**src/ring_config.svh**
```systemverilog
/*
 * Build-time sizes for the host ring receive path.
 * Line width, ring index width, reorder scoreboard depth
 * and the host cache-line address width.
 */

`ifndef RING_CONFIG_SVH
`define RING_CONFIG_SVH

// ====================
// Payload
// ====================

// One ring line as carried through simulation
`define RING_DATA_W 32

// ====================
// Ring and scoreboard
// ====================

// Ring index width, so the ring holds 2**RING_IDX_W lines
// The ring size must stay a power of two because the pointers wrap
`define RING_IDX_W 4

// Number of reads that may be outstanding at once, a power of two
`define SB_ENTRIES 8

// Host cache-line address width
`define LINE_ADDR_W 26

`endif

```
**src/host_chan_pkg.sv**
```systemverilog
/*
 * Host channel types: line address, read tag, line payload,
 * and the packed read request and read response.
 */

`default_nettype none

`include "ring_config.svh"

package host_chan_pkg;

    // Cache-line address in host memory
    typedef logic [`LINE_ADDR_W-1:0] line_addr_t;

    // Read tag, sized to name one scoreboard entry
    typedef logic [$clog2(`SB_ENTRIES)-1:0] chan_tag_t;

    // One line of payload
    typedef logic [`RING_DATA_W-1:0] line_data_t;

    // ====================
    // Read request
    // ====================

    // The request bit is held until a grant arrives in the same cycle
    // The tag comes back unchanged on the matching response
    typedef struct packed {
        logic       request;
        line_addr_t address;
        chan_tag_t  tag;
    } host_read_req_t;

    // ====================
    // Read response
    // ====================

    // Single-cycle strobe, responses arrive in any order
    // is_ring marks a response that belongs to the ring reader, others
    // are for different clients sharing the channel
    typedef struct packed {
        logic       valid;
        logic       is_ring;
        chan_tag_t  tag;
        line_data_t data;
    } host_read_rsp_t;

endpackage

`default_nettype wire

```
**src/ring_pkg.sv**
```systemverilog
/*
 * Ring-side types: wrapping ring index, scoreboard entry index
 * and the oldest/newest pointer pair.
 */

`default_nettype none

`include "ring_config.svh"

package ring_pkg;

    // Index into the host ring
    // Wraps from the last line to the first by plain overflow
    typedef logic [`RING_IDX_W-1:0] ring_idx_t;

    // Index of one reorder scoreboard entry
    typedef logic [$clog2(`SB_ENTRIES)-1:0] sb_idx_t;

    // ====================
    // Pointer state
    // ====================

    // oldest_idx is the first line not yet handed to the consumer queue
    // newest_idx is the first line the host has not yet written
    // The ring is empty from the reader's side when the two match
    typedef struct packed {
        ring_idx_t oldest_idx;
        ring_idx_t newest_idx;
    } ring_status_t;

endpackage

`default_nettype wire

```
**src/stage_fifo2.sv**
```systemverilog
/*
 * Two-entry registered FIFO between the reorder scoreboard
 * and the consumer. The head is always a register.
 */

`default_nettype none

module stage_fifo2
(
    input  logic                    clk,
    input  logic                    reset_n,

    input  host_chan_pkg::line_data_t enq_data,
    input  logic                    enq_en,
    output logic                    not_full,

    output host_chan_pkg::line_data_t first,
    input  logic                    deq_en,
    output logic                    not_empty
);

    import host_chan_pkg::*;

    // Entry 0 always holds the older line, entry 1 the younger
    line_data_t data_q [2];

    // Number of valid entries, 0 to 2
    logic [1:0] count;

    assign first     = data_q[0];
    assign not_empty = (count != 2'd0);
    assign not_full  = (count != 2'd2);

    // Lines shift toward entry 0 as the head leaves
    always_ff @(posedge clk)
    begin
        case ({enq_en, deq_en})
            2'b10:
            begin
                // Land in the first free slot
                if (count == 2'd0)
                    data_q[0] <= enq_data;
                else
                    data_q[1] <= enq_data;
            end
            2'b01:
            begin
                // Shift the younger line to the head
                data_q[0] <= data_q[1];
            end
            2'b11:
            begin
                // Head leaves while a new line arrives
                if (count == 2'd2)
                begin
                    data_q[0] <= data_q[1];
                    data_q[1] <= enq_data;
                end
                else
                begin
                    data_q[0] <= enq_data;
                end
            end
            default:
            begin
            end
        endcase
    end

    always_ff @(posedge clk)
    begin
        if (!reset_n)
            count <= 2'd0;
        else if (enq_en && !deq_en)
            count <= count + 2'd1;
        else if (deq_en && !enq_en)
            count <= count - 2'd1;
    end

endmodule

`default_nettype wire

```
**src/reorder_scoreboard.sv**
```systemverilog
/*
 * Reorder scoreboard for out-of-order read responses.
 * Slots are allocated in order at the tail, filled in any order,
 * and released from the head only once the head is filled.
 */

`default_nettype none

`include "ring_config.svh"

module reorder_scoreboard
(
    input  logic                      clk,
    input  logic                      reset_n,

    // Allocation of a slot for a newly granted read
    input  logic                      alloc_en,
    output logic                      not_full,
    output ring_pkg::sb_idx_t         alloc_idx,

    // Response data landing in the slot named by its tag
    input  logic                      fill_en,
    input  ring_pkg::sb_idx_t         fill_idx,
    input  host_chan_pkg::line_data_t fill_data,

    // In-order release of the oldest slot
    input  logic                      deq_en,
    output logic                      not_empty,
    output host_chan_pkg::line_data_t first
);

    import host_chan_pkg::*;
    import ring_pkg::*;

    localparam int unsigned DEPTH = `SB_ENTRIES;

    // The outstanding count must reach DEPTH itself, so one extra bit
    localparam int unsigned CNT_W = $clog2(DEPTH + 1);

    // ====================
    // Storage
    // ====================

    // Line storage, written by responses and read at the head
    line_data_t mem [DEPTH];

    // Set when a response has written the entry, cleared on release
    logic [DEPTH-1:0] filled;

    // Oldest allocated entry and next entry to hand out
    sb_idx_t head;
    sb_idx_t tail;

    // Entries allocated and not yet released
    logic [CNT_W-1:0] outstanding;

    // ====================
    // Status outputs
    // ====================

    // Full once every entry is waiting on a response or on release
    assign not_full  = (outstanding != CNT_W'(DEPTH));
    assign alloc_idx = tail;

    // The head can leave only after its own response arrived
    // Later entries may already be filled, they simply wait their turn
    assign not_empty = filled[head];
    assign first     = mem[head];

    // Responses may target any outstanding entry
    always_ff @(posedge clk)
    begin
        if (fill_en)
            mem[fill_idx] <= fill_data;
    end

    // ====================
    // Control state
    // ====================

    always_ff @(posedge clk)
    begin
        if (!reset_n)
        begin
            filled <= '0;
        end
        else
        begin
            // The released head and the filled entry are never the same
            // slot, since only a filled head can be released
            if (deq_en)
                filled[head] <= 1'b0;
            if (fill_en)
                filled[fill_idx] <= 1'b1;
        end
    end

    // Head and tail wrap by overflow because DEPTH is a power of two
    always_ff @(posedge clk)
    begin
        if (!reset_n)
        begin
            head <= '0;
            tail <= '0;
        end
        else
        begin
            if (alloc_en)
                tail <= tail + sb_idx_t'(1);
            if (deq_en)
                head <= head + sb_idx_t'(1);
        end
    end

    always_ff @(posedge clk)
    begin
        if (!reset_n)
            outstanding <= '0;
        else if (alloc_en && !deq_en)
            outstanding <= outstanding + CNT_W'(1);
        else if (deq_en && !alloc_en)
            outstanding <= outstanding - CNT_W'(1);
    end

endmodule

`default_nettype wire

```
**src/ring_fifo_reader.sv**
```systemverilog
/*
 * Ring reader: issues one line read per granted request,
 * sorts responses through the reorder scoreboard, stages lines
 * for the consumer and reports the oldest unconsumed ring index.
 */

`default_nettype none

module ring_fifo_reader
(
    input  logic                          clk,
    input  logic                          reset_n,

    // Ring placement and pointers shared with the status path
    input  host_chan_pkg::line_addr_t     ring_base,
    input  ring_pkg::ring_idx_t           newest_idx,
    output ring_pkg::ring_idx_t           oldest_idx,

    // Host read channel
    output host_chan_pkg::host_read_req_t read_req,
    input  logic                          read_grant,
    input  host_chan_pkg::host_read_rsp_t read_rsp,

    // Consumer side
    output host_chan_pkg::line_data_t     rx_data,
    output logic                          rx_rdy,
    input  logic                          rx_enable
);

    import host_chan_pkg::*;
    import ring_pkg::*;

    // Next ring line to request from the host
    ring_idx_t next_req_idx;

    // First ring line not yet moved to the consumer queue
    ring_idx_t oldest_q;

    // Scoreboard handshake
    sb_idx_t    sb_slot_idx;
    logic       sb_not_full;
    logic       sb_not_empty;
    line_data_t sb_first;

    // Consumer queue handshake and the move between the two
    logic fifo_not_full;
    logic xfer_en;

    // Responses for this reader, with everything else on the channel ignored
    logic rsp_accept;

    assign rsp_accept = read_rsp.valid && read_rsp.is_ring;

    // A ready head moves on whenever the consumer queue has space
    assign xfer_en = sb_not_empty && fifo_not_full;

    // ====================
    // Read requests
    // ====================

    always_comb
    begin
        // Data waits in the ring and a scoreboard slot is free to take it
        read_req.request = (next_req_idx != newest_idx) && sb_not_full;

        // Add rather than replace low bits, so the base need not be aligned
        // to the ring size
        read_req.address = ring_base + line_addr_t'(next_req_idx);

        // The tag names the scoreboard slot the response must land in
        read_req.tag = chan_tag_t'(sb_slot_idx);
    end

    // A grant accepts this cycle's request, so step to the next line
    always_ff @(posedge clk)
    begin
        if (!reset_n)
            next_req_idx <= '0;
        else if (read_grant)
            next_req_idx <= next_req_idx + ring_idx_t'(1);
    end

    // ====================
    // Release pointer
    // ====================

    // Advanced as lines leave the scoreboard in ring order
    // The host may reuse a slot only once its line is past this point
    always_ff @(posedge clk)
    begin
        if (!reset_n)
            oldest_q <= '0;
        else if (xfer_en)
            oldest_q <= oldest_q + ring_idx_t'(1);
    end

    assign oldest_idx = oldest_q;

    reorder_scoreboard u_scoreboard
    (
        .clk       (clk),
        .reset_n   (reset_n),
        .alloc_en  (read_grant),
        .not_full  (sb_not_full),
        .alloc_idx (sb_slot_idx),
        .fill_en   (rsp_accept),
        .fill_idx  (sb_idx_t'(read_rsp.tag)),
        .fill_data (read_rsp.data),
        .deq_en    (xfer_en),
        .not_empty (sb_not_empty),
        .first     (sb_first)
    );

    // Registered staging keeps the consumer off the scoreboard read path
    stage_fifo2 u_out_fifo
    (
        .clk       (clk),
        .reset_n   (reset_n),
        .enq_data  (sb_first),
        .enq_en    (xfer_en),
        .not_full  (fifo_not_full),
        .first     (rx_data),
        .deq_en    (rx_enable),
        .not_empty (rx_rdy)
    );

endmodule

`default_nettype wire

```
**src/host_ring_rx.sv**
```systemverilog
/*
 * Top level of the ring receive path.
 * Attaches the single ring reader to the host channel.
 */

`default_nettype none

module host_ring_rx
(
    input  logic                          clk,
    input  logic                          reset_n,

    input  host_chan_pkg::line_addr_t     ring_base,
    input  ring_pkg::ring_idx_t           newest_idx,
    output ring_pkg::ring_idx_t           oldest_idx,

    output host_chan_pkg::host_read_req_t read_req,
    input  logic                          read_grant,
    input  host_chan_pkg::host_read_rsp_t read_rsp,

    output host_chan_pkg::line_data_t     rx_data,
    output logic                          rx_rdy,
    input  logic                          rx_enable
);

    import host_chan_pkg::*;
    import ring_pkg::*;

    // Reader side of the host channel
    // A channel arbiter for further clients would sit between these and the ports
    host_read_req_t reader_req;
    host_read_rsp_t reader_rsp;
    ring_idx_t      reader_oldest;

    assign read_req   = reader_req;
    assign reader_rsp = read_rsp;
    assign oldest_idx = reader_oldest;

    ring_fifo_reader u_reader
    (
        .clk        (clk),
        .reset_n    (reset_n),
        .ring_base  (ring_base),
        .newest_idx (newest_idx),
        .oldest_idx (reader_oldest),
        .read_req   (reader_req),
        .read_grant (read_grant),
        .read_rsp   (reader_rsp),
        .rx_data    (rx_data),
        .rx_rdy     (rx_rdy),
        .rx_enable  (rx_enable)
    );

endmodule

`default_nettype wire

```
**config.mk**
```make
export PLATFORM = sky130hd
export DESIGN_NAME = host_ring_rx
export DESIGN_NICKNAME = d
export VERILOG_FILES = /design/src/host_chan_pkg.sv /design/src/ring_pkg.sv /design/src/stage_fifo2.sv /design/src/reorder_scoreboard.sv /design/src/ring_fifo_reader.sv /design/src/host_ring_rx.sv
export VERILOG_INCLUDE_DIRS = /design/src
export SDC_FILE = /design/constraint.sdc
export NUM_CORES = 1
export LEC_CHECK = 0
export BUFFER_PORTS_ARGS = -buffer_cell sky130_fd_sc_hd__buf_2
export CORE_AREA = 2 2 161 163
export CTS_BUF_LIST = sky130_fd_sc_hd__clkbuf_4 sky130_fd_sc_hd__clkbuf_8 sky130_fd_sc_hd__clkbuf_16
export CTS_CLUSTER_DIAMETER = 200
export DETAILED_ROUTE_END_ITERATION = 10
export DIE_AREA = 0 0 163 165
export PLACE_DENSITY_LB_ADDON = 0.25
export SETUP_SLACK_MARGIN = 0.02
export SLEW_MARGIN = 30
export SYNTH_ARGS = -nofsm -noshare
export SYNTH_HDL_FRONTEND = slang
export SYNTH_HIERARCHICAL = 1
export SYNTH_SLANG_ARGS = --single-unit
```
**constraint.sdc**
```tcl
create_clock -name clk -period 4.9 [get_ports clk]
set_input_delay 0.735 -clock clk [delete_from_list [all_inputs] [get_ports clk]]
set_output_delay 0.735 -clock clk [all_outputs]
set_load 0.05 [all_outputs]
```
==> flow_metrics.env <==
export IMPL_synthCells=718
export IMPL_synth_edf_count=320
export IMPL_clockRootBuffer="clkbuf_16"
export IMPL_io_buffers=137
export IMPL_tns_ps=0
export IMPL_grt_pass1_wl_um=43500
export IMPL_drc_errors=0
export IMPL_synth_nets=805
export IMPL_crit_path_start_kind="flip-flop"
export IMPL_grt_pass1_vias=7616
export IMPL_synth_avg_cell_area_um2=20.1
export IMPL_dp_hpwl_um=16800
export IMPL_multi_input_area_um2=3980
export IMPL_cts_buffers=37
export IMPL_gp_congestion=0.812
export IMPL_muxShareOfSynthArea_pct=17.7
export IMPL_rsz0062_at_grt="false"
export IMPL_final_cell_mix="edfxtp_1 (320), buf_2 (137), mux4_1 (40), clkbuf_16 (39), mux2_2 (35)"
export IMPL_grt_max_degree=48
export IMPL_area_growth_pct=15.4
export IMPL_cts_resized=0
export IMPL_post_cts_buffers=0
export IMPL_ys_seq_area_share_pct=71.0
export IMPL_fin_crit_sh_pct=72.7
export IMPL_coreArea_um2=25000
export IMPL_start_util_pct=57.6
export IMPL_async_flop_share_pct=0
export IMPL_reg2reg_setup_slack_ps=1550
export IMPL_synth_area_leader_cell="edfxtp_1"
export IMPL_clkLatencyLatePin_ps=510
export IMPL_ff_latch_area_um2=10200
export IMPL_antenna_found_initial=2
export IMPL_ctsHoldBuffers=0
export IMPL_syn_cell_area_um2=14400
export IMPL_die_height_um=165
export IMPL_max_slew_margin_pct=32.7
export IMPL_path_clk_slew_ps=60
export IMPL_worstPathArrival_ps=2830
export IMPL_ant_nets=0
export IMPL_hold_viol_final=0
export IMPL_track_usage_pct=21.9
export IMPL_instances_no_fill=1238
export IMPL_layout_cells_most_common="edfxtp_1"
export IMPL_synth_seq_cells=351
export IMPL_finish_net_count=964
export IMPL_via_per_inst=5.84
export IMPL_finish_instance_area_um2=16600
export IMPL_fp_dieW_um=163
export IMPL_finClkSkew_ps=21.9
export IMPL_p_leak_nw=5.83
export IMPL_crit_type="flip-flop to primary output"
export IMPL_drt_iter0_markers=395
export IMPL_synth_ff_type="edfxtp_1"
export IMPL_crit_required_ps=4160
export IMPL_utilization_pct=66.4
export IMPL_period_needed_ps=3560
export IMPL_hold_class="input pin to flip-flop"
export IMPL_cts_tree="built"
export IMPL_synth_fa_ha_area_share_pct=1.49
export IMPL_fillers=1626
export IMPL_endpoint_kind="primary output"
export IMPL_wl_um=28900
export IMPL_synth_top_family_by_area="multiplexers"
export IMPL_synth_simple_area_share_pct=3.77
export IMPL_ir_drop_mv=0.260
export IMPL_drive_gt1_share_pct=35.2
export IMPL_cp_max_fo=11
export IMPL_finalSetupViolations=0
export IMPL_io_pins=138
export IMPL_worst_pin_slew_ps=1010
export IMPL_vias=7226
export IMPL_overflow=0
export IMPL_cts_sinks=351
export IMPL_clk_path_buf_depth=3
export IMPL_max_freq_mhz=281
export IMPL_status="finished, final reports clean"
export IMPL_wl_per_cell_um=23.3
export IMPL_slew_viol_final=0
export IMPL_place_area_um2=15500
export IMPL_fp_row_count=58
export IMPL_synth_xor_area_share_pct=2.43
export IMPL_dieArea_um2=26900
export IMPL_yosys_warnings=6
export IMPL_synth_compound_area_share_pct=1.66
export IMPL_netlist_cell_type_count=45
export IMPL_yosys_top_cells_area="edfxtp_1 (67%), mux4_1 (7.3%), dfxtp_1 (4.3%), mux4_2 (4.1%), mux2_4 (3.2%)"
export IMPL_power_density_nw_per_um2=388
export IMPL_max_cap_violations=0
export IMPL_dp_cells=1168
export IMPL_htree_num_levels=2
export IMPL_netlist_area_leader_share_pct=66.7
export IMPL_drtPass1Iterations=6
state kept, by name, indices dropped and copies added, names as in the netlist, named ones only:
register,count
u_reader/u_scoreboard/mem,256
u_reader/u_out_fifo/data_q,64
u_reader/u_scoreboard/filled,8
u_reader/next_req_idx,4
u_reader/oldest_idx,4
u_reader/u_scoreboard/outstanding,4
u_reader/u_scoreboard/alloc_idx,3
u_reader/u_scoreboard/head,3
u_reader/u_out_fifo/count,2
stage by stage:
step	total power, mW	hold WS (ps)	setup slack (ps)
finish	6.45	493	1340
global route	6.65	492	1190
CTS	6.50	466	1320
detailed placement	3.90	483	1380
global placement	3.87	453	1530
floorplan	3.75	441	1200
cell families (layout without fill, tap and decap cells):
kind of cell / after synthesis / after routing
xor gates and xnor gates: 40 / 40
DFF: 351 / 351
other: 0 / 2
muxes: 137 / 137
AOI/OAI and AO/OA: 35 / 35
buffers and inverters: 44 / 232
and+or+nand+nor: 95 / 95
adders and majority gates: 16 / 16
worst max-delay path: stages, from the launching register on:
cell and delay (ps):
dfxtp_1 450, ha_1 230, inv_1 60, fa_1 400, nor2b_1 180, o31a_1 380
nand3_1 160, xnor2_1 190, buf_2 290
final cells by class:
type / count / area share [%]
flip-flops and latches: 351 / 61.6
clock inverters: 22 / 0.745
clock buffers: 46 / 6.18
inverters: 14 / 0.316
diodes: 2 / 0.0301
multi-input cells: 323 / 23.9
well taps: 330 / 2.48
repair buffers: 150 / 4.75
layer usage:
layer / vias up / wire, um / track usage, %
met4: 0 / 499 / 5.19
li1: 3223 / - / -
met2: 195 / 15100 / 38.7
met1: 3769 / 12000 / 28.5
met3: 39 / 1360 / 4.09
met5: - / 0 / 0
Yosys cell counts (all sizes together) (2+ instances only):
library cell,number
a21boi,4
a21oi,4
and2,16
and3,4
and4,3
buf,23
clkbuf,7
dfxtp,31
edfxtp,320
fa,2
ha,14
inv,14
mux2,66
mux2i,5
mux4,66
nand2,18
nand2b,8
nand3,13
nand4,10
nor2,11
nor2b,7
nor3,3
o21a,9
o21ai,8
o31a,3
xnor2,31
xor2,9
power by group:
group / switching (mW) / leakage (nW) / internal, mW
Sequential: 0.0375 / 3.17 / 3.34
Combinational: 0.299 / 2.08 / 0.154
Clock: 1.07 / 0.582 / 1.54
Total: 1.41 / 5.83 / 5.04
worst paths after layout:
check / endpoint / cells after the start / startpoint
setup / recovery: read_req[25] / 8 / u_reader/next_req_idx[0]
hold / removal: u_reader/u_scoreboard/mem[7][20] / 1 / read_rsp[20]
setup reg to reg: u_reader/u_out_fifo/data_q[0][31] / 7 / u_reader/u_scoreboard/head[1]
hold reg to reg: u_reader/oldest_idx[1] / 2 / u_reader/oldest_idx[1]
No activity file was read; power rests on OpenSTA's default activity.
